**src/trap_config.svh**
```systemverilog
`ifndef TRAP_CONFIG_SVH
`define TRAP_CONFIG_SVH

// data and address width, fixed by rv32
`define XLEN 32

// width of a csr address
`define CSR_AW 12

// machine csr addresses
`define CSR_MSTATUS  12'h300
`define CSR_MTVEC    12'h305
`define CSR_MEPC     12'h341
`define CSR_MCAUSE   12'h342

// custom address for the timer compare register
`define CSR_MTIMECMP 12'h7C0

// exception cause codes
`define CAUSE_EBREAK   32'd3
`define CAUSE_MISALIGN 32'd4
`define CAUSE_ECALL    32'd11

// interrupt bit set, machine timer
`define CAUSE_MTIMER   32'h80000007

// mstatus bit positions
`define MSTATUS_MIE  3
`define MSTATUS_MPIE 7

`endif

```
**src/trap_pkg.sv**
```systemverilog
`include "trap_config.svh"

package trap_pkg;

    // data and address word
    typedef logic [`XLEN-1:0] xlen_t;

    // csr address
    typedef logic [`CSR_AW-1:0] csr_addr_t;

    // trap controller states
    typedef enum logic [2:0] {
        IDLE,
        WR_MEPC,
        WR_MCAUSE,
        WR_MSTATUS,
        WR_MRET
    } trap_state_e;

    // report from the execute stage
    // pc is always valid, the rest are one-cycle strobes
    typedef struct packed {
        xlen_t pc;
        logic  ecall;
        logic  ebreak;
        logic  mret;
        logic  misalign;
    } ex_status_t;

    // one csr write, used by the trap path and by software
    typedef struct packed {
        logic      we;
        csr_addr_t addr;
        xlen_t     data;
    } csr_wr_t;

    // fetch redirect
    typedef struct packed {
        logic  valid;
        xlen_t target;
    } redirect_t;

endpackage

```
**src/csr_file.sv**
```systemverilog
`include "trap_config.svh"

module csr_file (
    input  logic                clk,
    input  logic                rst_n,
    input  trap_pkg::csr_wr_t   trap_wr_i,
    input  trap_pkg::csr_wr_t   sw_wr_i,
    input  trap_pkg::csr_addr_t raddr_i,
    output trap_pkg::xlen_t     rdata_o,
    output trap_pkg::xlen_t     mtvec_o,
    output trap_pkg::xlen_t     mepc_o,
    output trap_pkg::xlen_t     mstatus_o
);
    import trap_pkg::*;

    xlen_t mtvec_q;
    xlen_t mepc_q;
    xlen_t mcause_q;
    xlen_t mstatus_q;

    // mtvec and mepc hold word addresses
    function automatic xlen_t word_align(input xlen_t value);
        return {value[`XLEN-1:2], 2'b00};
    endfunction

    always_ff @(posedge clk) begin
        if (!rst_n) begin
            mtvec_q   <= '0;
            mepc_q    <= '0;
            mcause_q  <= '0;
            mstatus_q <= '0;
        end else begin
            if (sw_wr_i.we) begin
                case (sw_wr_i.addr)
                    `CSR_MTVEC:   mtvec_q   <= word_align(sw_wr_i.data);
                    `CSR_MEPC:    mepc_q    <= word_align(sw_wr_i.data);
                    `CSR_MCAUSE:  mcause_q  <= sw_wr_i.data;
                    `CSR_MSTATUS: mstatus_q <= sw_wr_i.data;
                    default: ;
                endcase
            end
            // trap write comes last and wins on the same csr
            if (trap_wr_i.we) begin
                case (trap_wr_i.addr)
                    `CSR_MTVEC:   mtvec_q   <= word_align(trap_wr_i.data);
                    `CSR_MEPC:    mepc_q    <= word_align(trap_wr_i.data);
                    `CSR_MCAUSE:  mcause_q  <= trap_wr_i.data;
                    `CSR_MSTATUS: mstatus_q <= trap_wr_i.data;
                    default: ;
                endcase
            end
        end
    end

    // software read port
    always_comb begin
        case (raddr_i)
            `CSR_MTVEC:   rdata_o = mtvec_q;
            `CSR_MEPC:    rdata_o = mepc_q;
            `CSR_MCAUSE:  rdata_o = mcause_q;
            `CSR_MSTATUS: rdata_o = mstatus_q;
            default:      rdata_o = '0;
        endcase
    end

    assign mtvec_o   = mtvec_q;
    assign mepc_o    = mepc_q;
    assign mstatus_o = mstatus_q;

endmodule

```
**src/mtimer.sv**
```systemverilog
`include "trap_config.svh"

module mtimer (
    input  logic                clk,
    input  logic                rst_n,
    input  trap_pkg::csr_wr_t   sw_wr_i,
    input  trap_pkg::csr_addr_t raddr_i,
    output trap_pkg::xlen_t     rdata_o,
    output logic                timer_pending_o
);
    import trap_pkg::*;

    xlen_t mtime_q;
    xlen_t mtimecmp_q;
    logic  pending_q;

    // free-running time base
    always_ff @(posedge clk) begin
        if (!rst_n) begin
            mtime_q <= '0;
        end else begin
            mtime_q <= mtime_q + xlen_t'(1);
        end
    end

    // compare value, parked at the top so nothing fires after reset
    always_ff @(posedge clk) begin
        if (!rst_n) begin
            mtimecmp_q <= '1;
        end else if (sw_wr_i.we && (sw_wr_i.addr == `CSR_MTIMECMP)) begin
            mtimecmp_q <= sw_wr_i.data;
        end
    end

    // pending stays up until software moves mtimecmp ahead
    always_ff @(posedge clk) begin
        if (!rst_n) begin
            pending_q <= 1'b0;
        end else begin
            pending_q <= (mtime_q >= mtimecmp_q);
        end
    end

    assign timer_pending_o = pending_q;

    // only mtimecmp is visible on the read port
    assign rdata_o = (raddr_i == `CSR_MTIMECMP) ? mtimecmp_q : '0;

endmodule

```
**src/trap_ctrl.sv**
```systemverilog
`include "trap_config.svh"

module trap_ctrl (
    input  logic                 clk,
    input  logic                 rst_n,
    input  trap_pkg::ex_status_t ex_status_i,
    input  logic                 timer_pending_i,
    input  trap_pkg::xlen_t      mtvec_i,
    input  trap_pkg::xlen_t      mepc_i,
    input  trap_pkg::xlen_t      mstatus_i,
    output trap_pkg::csr_wr_t    trap_wr_o,
    output trap_pkg::redirect_t  redirect_o,
    output logic                 stall_o
);
    import trap_pkg::*;

    trap_state_e state_q;
    trap_state_e state_d;
    xlen_t       pc_q;
    xlen_t       cause_q;
    xlen_t       cause_d;
    xlen_t       mstatus_new;
    csr_wr_t     wr_d;
    redirect_t   redir_d;
    logic        mie_now;
    logic        irq_take;
    logic        exc_take;
    logic        accept;

    // an mstatus write on its way into the csr file already holds the new MIE
    always_comb begin
        if (trap_wr_o.we && (trap_wr_o.addr == `CSR_MSTATUS)) begin
            mie_now = trap_wr_o.data[`MSTATUS_MIE];
        end else begin
            mie_now = mstatus_i[`MSTATUS_MIE];
        end
    end

    // arbiter, only looked at in IDLE
    assign irq_take = timer_pending_i && mie_now;
    assign exc_take = ex_status_i.ebreak || ex_status_i.ecall || ex_status_i.misalign;
    assign accept   = (state_q == IDLE) && (irq_take || exc_take || ex_status_i.mret);

    // high in the strobe cycle and for the whole sequence
    assign stall_o = (state_q != IDLE) || accept;

    // cause by priority
    always_comb begin
        if (irq_take) begin
            cause_d = `CAUSE_MTIMER;
        end else if (ex_status_i.ebreak) begin
            cause_d = `CAUSE_EBREAK;
        end else if (ex_status_i.ecall) begin
            cause_d = `CAUSE_ECALL;
        end else begin
            cause_d = `CAUSE_MISALIGN;
        end
    end

    always_comb begin
        state_d = state_q;
        case (state_q)
            IDLE: begin
                if (irq_take || exc_take) begin
                    state_d = WR_MEPC;
                end else if (ex_status_i.mret) begin
                    state_d = WR_MRET;
                end
            end
            WR_MEPC:    state_d = WR_MCAUSE;
            WR_MCAUSE:  state_d = WR_MSTATUS;
            WR_MSTATUS: state_d = IDLE;
            WR_MRET:    state_d = IDLE;
            default:    state_d = IDLE;
        endcase
    end

    always_ff @(posedge clk) begin
        if (!rst_n) begin
            state_q <= IDLE;
        end else begin
            state_q <= state_d;
        end
    end

    // trap pc and cause, taken on entry
    always_ff @(posedge clk) begin
        if ((state_q == IDLE) && (state_d == WR_MEPC)) begin
            pc_q    <= ex_status_i.pc;
            cause_q <= cause_d;
        end
    end

    // next csr write and redirect, one per state
    always_comb begin
        wr_d        = '0;
        redir_d     = '0;
        mstatus_new = mstatus_i;
        case (state_q)
            WR_MEPC: begin
                wr_d = '{we: 1'b1, addr: `CSR_MEPC, data: pc_q};
            end
            WR_MCAUSE: begin
                wr_d = '{we: 1'b1, addr: `CSR_MCAUSE, data: cause_q};
            end
            WR_MSTATUS: begin
                // save MIE into MPIE, then mask
                mstatus_new[`MSTATUS_MPIE] = mstatus_i[`MSTATUS_MIE];
                mstatus_new[`MSTATUS_MIE]  = 1'b0;
                wr_d    = '{we: 1'b1, addr: `CSR_MSTATUS, data: mstatus_new};
                redir_d = '{valid: 1'b1, target: mtvec_i};
            end
            WR_MRET: begin
                mstatus_new[`MSTATUS_MIE]  = mstatus_i[`MSTATUS_MPIE];
                mstatus_new[`MSTATUS_MPIE] = 1'b1;
                wr_d    = '{we: 1'b1, addr: `CSR_MSTATUS, data: mstatus_new};
                redir_d = '{valid: 1'b1, target: mepc_i};
            end
            default: ;
        endcase
    end

    always_ff @(posedge clk) begin
        if (!rst_n) begin
            trap_wr_o  <= '0;
            redirect_o <= '0;
        end else begin
            trap_wr_o  <= wr_d;
            redirect_o <= redir_d;
        end
    end

endmodule

```
**src/trap_unit_top.sv**
```systemverilog
`include "trap_config.svh"

module trap_unit_top (
    input  logic                 clk,
    input  logic                 rst_n,
    input  trap_pkg::ex_status_t ex_status_i,
    input  trap_pkg::csr_wr_t    sw_wr_i,
    input  trap_pkg::csr_addr_t  csr_raddr_i,
    output trap_pkg::xlen_t      csr_rdata_o,
    output logic                 stall_o,
    output trap_pkg::redirect_t  redirect_o
);
    import trap_pkg::*;

    logic    timer_pending;
    xlen_t   timer_rdata;
    xlen_t   csr_rdata;
    xlen_t   mtvec;
    xlen_t   mepc;
    xlen_t   mstatus;
    csr_wr_t trap_wr;

    mtimer u_mtimer (
        .clk             (clk),
        .rst_n           (rst_n),
        .sw_wr_i         (sw_wr_i),
        .raddr_i         (csr_raddr_i),
        .rdata_o         (timer_rdata),
        .timer_pending_o (timer_pending)
    );

    csr_file u_csr_file (
        .clk       (clk),
        .rst_n     (rst_n),
        .trap_wr_i (trap_wr),
        .sw_wr_i   (sw_wr_i),
        .raddr_i   (csr_raddr_i),
        .rdata_o   (csr_rdata),
        .mtvec_o   (mtvec),
        .mepc_o    (mepc),
        .mstatus_o (mstatus)
    );

    trap_ctrl u_trap_ctrl (
        .clk             (clk),
        .rst_n           (rst_n),
        .ex_status_i     (ex_status_i),
        .timer_pending_i (timer_pending),
        .mtvec_i         (mtvec),
        .mepc_i          (mepc),
        .mstatus_i       (mstatus),
        .trap_wr_o       (trap_wr),
        .redirect_o      (redirect_o),
        .stall_o         (stall_o)
    );

    // mtimecmp lives in the timer, everything else in the csr file
    assign csr_rdata_o = (csr_raddr_i == `CSR_MTIMECMP) ? timer_rdata : csr_rdata;

endmodule
```
**config.mk**
```make
export PLATFORM = sky130hd
export DESIGN_NAME = trap_unit_top
export DESIGN_NICKNAME = d
export VERILOG_FILES = /design/src/trap_pkg.sv /design/src/csr_file.sv /design/src/mtimer.sv /design/src/trap_ctrl.sv /design/src/trap_unit_top.sv
export VERILOG_INCLUDE_DIRS = /design/src
export SDC_FILE = /design/constraint.sdc
export NUM_CORES = 1
export LEC_CHECK = 0
export BUFFER_PORTS_ARGS = -buffer_cell sky130_fd_sc_hd__buf_4
export CAP_MARGIN = 15
export CORE_ASPECT_RATIO = 2
export CORE_MARGIN = 2
export CORE_UTILIZATION = 40
export CTS_CLUSTER_DIAMETER = 40
export CTS_CLUSTER_SIZE = 12
export DETAILED_ROUTE_END_ITERATION = 6
export GPL_ROUTABILITY_DRIVEN = 0
export GPL_TIMING_DRIVEN = 0
export PLACE_DENSITY = 0.61
export SYNTH_ARGS = -nofsm -noshare
export SYNTH_HDL_FRONTEND = slang
export SYNTH_SLANG_ARGS = --single-unit
```
**constraint.sdc**
```tcl
create_clock -name clk -period 5 [get_ports clk]
set_clock_uncertainty 0.2 [all_clocks]
set_input_delay 0.75 -clock clk [delete_from_list [all_inputs] [get_ports clk]]
set_output_delay 0.75 -clock clk [all_outputs]
set_load 0.02 [all_outputs]
```
==> key figures <==
Floorplan
  – Core ar.: 0.0314 sq mm
  – Die area: 0.0334 sq mm
  – Num rows: 92
  – IO Pins: between 150 and 200
  – Die Y: 256 um
  – Initial Util: 0.406
  – Die Wd: 130 um

Worst hold path
  – Hold Crit Class: in -> reg

CTS
  – CTS Buf Count: 30
  – CTS Buffer Depth: 3
  – Setup bufs post-CTS: 0
  – Clk pin slew, worst setup/hold paths: 0.06 ns
  – Hold buffer count at cts: 0
  – Clock Latency Late Sink: 0.58 ns
  – Clock sinks: 299
  – CTS tree: built
  – # resized after CTS: 0
  – CTS H-tree depth: 1
  – CTS root buf: clkbuf_16

Global routing
  – Total grt overflow: 0
  – Total track usage: 0.255
  – Antenna violations before repair: 0
  – Pin count of the biggest net entering global routing: 37
  – Vias in the first global route: 10900
  – First-pass GRT wire length: 63.2 mm

STA
  – Max Fclk: 0.241 GHz
  – Final setup viols: 0
  – Max Slew Vio Count: 0
  – Worst slew pin tran: 1.01 ns
  – Final min period: 4.15 ns
  – Final hold vios: 0
  – WHS: 0.141 ns
  – Unrepaired setup endpoints after global routing: false
  – TNS Setup: 0 ns
  – Max_slew headroom: 0.322
  – Final period utilization: 0.830

Worst setup path
  – CP Launch Type: input pin
  – Crit path DAT: 3.20 ns
  – Setup Crit Path Kind: in -> out
  – Worst endpoint required time: 4.05 ns
  – Crit path max fanout: 10
  – Crit path capture type: output port

Routing
  – Average wire per standard cell: 22.3 um
  – Via count: 11100
  – Drt pass-1 iters: 7
  – DRC violations left: 35
  – Vias per inst: 5.69
  – DRT Wirelength: 43.7 mm
  – DR iter-0 viols: 1165
  – ANT nets after route: 0

Synth
  – Synthesized area: 0.0127 sq mm
  – Register bit total from synthesis: between 200 and 300
  – Ys async rst share: 0
  – Synth warnings: 0
  – Cells after synthesis: 1328
  – Distinct cells, synth: 48
  – EDFF count, synth: 36
  – Post-synthesis sequential area ratio: 0.498
  – Dominant synthesized flop cell: dfxtp_1
  – Syn_area_per_cell: 9.60 sq um
  – Syn nets: 1456

Cells and area
  – Layout cell share with drive strength beyond 1: 0.143
  – Ant. Diodes: 0
  – Area of the multi-input gates: roughly 0.0059 sq mm
  – Filler cell count: 2959
  – Post-Layout Inst Area: 0.0154 sq mm
  – Nets@finish: 1648
  – Non-filler cells, final: 1958
  – Layout area overhead: 21.0%
  – Reg area: between 0.006 and 0.007 sq mm

Placed design
  – HPWL Detailed: about 35 mm
  – Placed Instance Area: 0.0145 sq mm
  – Port Buffer Count: 159
  – Placed insts: 1911

Status
  – Failing checks: DRC
  – Status: finished with violations

Power
  – PD cells: 333 mW/mm^2
  – Cell leakage power: between 6 and 7 nW
  – VDD IR-drop max: 0.303 mV

Job
  – Max Cap Viol: 0
==> state kept, by name, indices dropped and copies added, names as in the netlist, 3 cells and up <==
register / flops
u_trap_ctrl.trap_wr_o: 36
u_trap_ctrl.redirect_o: 33
u_csr_file.mcause_q: 32
u_csr_file.mepc_o: 32
u_csr_file.mstatus_o: 32
u_mtimer.mtime_q: 32
u_mtimer.mtimecmp_q: 32
u_trap_ctrl.pc_q: 32
u_csr_file.mtvec_o: 30
u_trap_ctrl.cause_q: 4
u_trap_ctrl.state_q: 3
==> routing by layer <==
metal / routed length, um / up-vias / global-route usage
li1: - / 5226 / -
met1: 15100 / 5319 / 0.259
met2: 22900 / 449 / 0.473
met3: 2140 / 148 / 0.0284
met4: 3530 / 0 / 0.174
met5: 0 / - / 0
==> worst paths after layout <==
check,end,slack (ns),from,cells past startpoint
max,csr_rdata_o[18],0.85,csr_raddr_i[5],8
min,u_trap_ctrl.pc_q[31],0.14,ex_status_i[35],1
max reg2reg,u_trap_ctrl.pc_q[26],1.91,u_trap_ctrl.trap_wr_o[33],6
min reg2reg,u_trap_ctrl.trap_wr_o[6],0.31,u_trap_ctrl.pc_q[6],2
==> stage by stage <==
stage | setup WS [ns] | utilization | total power [mW]
finish | 0.848 | 0.491 | 5.13
global route | 0.734 | 0.491 | 5.27
CTS | 0.936 | 0.491 | 5.16
detailed placement | 0.939 | 0.461 | 2.98
global placement | 0.461 | 0.460 | 2.98
floorplan | 1.30 | - | 2.78
==> layout make-up <==
class,instances,share of cell area
buffer,96,0.0245
multi-input combinational,896,0.382
sequential,299,0.412
clock inverter,4,0.00544
tap,423,0.0343
timing repair buffer,160,0.0779
clock buffer,43,0.0551
inverter,37,0.00901
==> cells in the mapped netlist, types with 4 or more instances <==
cell type	number	share of area
dfxtp_1	263	0.41
nor2_1	163	0.048
mux2i_1	127	0.10
nand2_1	100	0.029
a22oi_1	88	0.052
clkbuf_1	80	0.024
a21oi_1	77	0.030
o21ai_0	65	0.026
edfxtp_1	36	0.085
inv_1	34	0.010
a211oi_1	33	0.019
ha_1	33	0.032
a222oi_1	32	0.025
o211ai_1	31	0.018
xor2_1	18	0.012
nand3_1	16	0.0063
buf_2	14	0.0055
and3_1	12	0.0059
nand4_1	10	0.0049
nor3_1	10	0.0039
xnor2_1	10	0.0069
a21o_1	8	0.0047
and2_1	8	0.0039
and4_1	6	0.0041
nor3b_1	5	0.0029
nor4_1	5	0.0025
or2_1	4	0.0020
or3_1	4	0.0020
==> cell usage in the layout, fill, tap and decap left out, types with 3 or more instances in the layout <==
cell	n
nand2b_1	3
a22oi_1	88
nor3_1	10
inv_1	34
clkbuf_8	5
xnor2_1	10
o211ai_1	31
o21ai_1	3
buf_4	160
nand2_1	100
clkbuf_1	88
ha_1	33
nand3_1	16
nor2_1	163
o21ai_0	65
xor2_1	18
a21oi_1	77
a21o_1	8
a211oi_1	33
dfxtp_1	263
mux2i_1	127
or2_1	4
nand4_1	10
buf_2	14
inv_2	3
and3_1	12
nor4_1	5
and4_1	6
a222oi_1	32
edfxtp_1	36
and2_1	8
a31oi_1	3
or3_1	4
nor3b_1	5
clkbuf_16	30
==> worst max-delay path, stage by stage <==
cell,delay (ns)
buf_4,0.11
nor4_1,0.49
nand2_1,0.15
nor4_1,0.77
clkbuf_1,0.41
a222oi_1,0.19
nand2_1,0.16
buf_4,0.16
==> power by group <==
group	switching [mW]	leakage (nW)	internal, mW
Combinational	0.206	3.14	0.124
Clock	0.924	0.450	1.27
Sequential	0.0873	2.48	2.52
==> cell families (layout without fill, tap and decap cells) <==
logic type,count (synthesis),after routing,share of synthesized area
and+or+nand+nor,359,359,0.126
AOI/OAI and AO/OA,347,347,0.182
DFF,299,299,0.498
buffers and inverters,133,340,0.0405
muxes,129,129,0.101
adders and majority gates,33,33,0.0324
xor gates and xnor gates,28,28,0.0192
No activity file was read; power rests on OpenSTA's default activity.
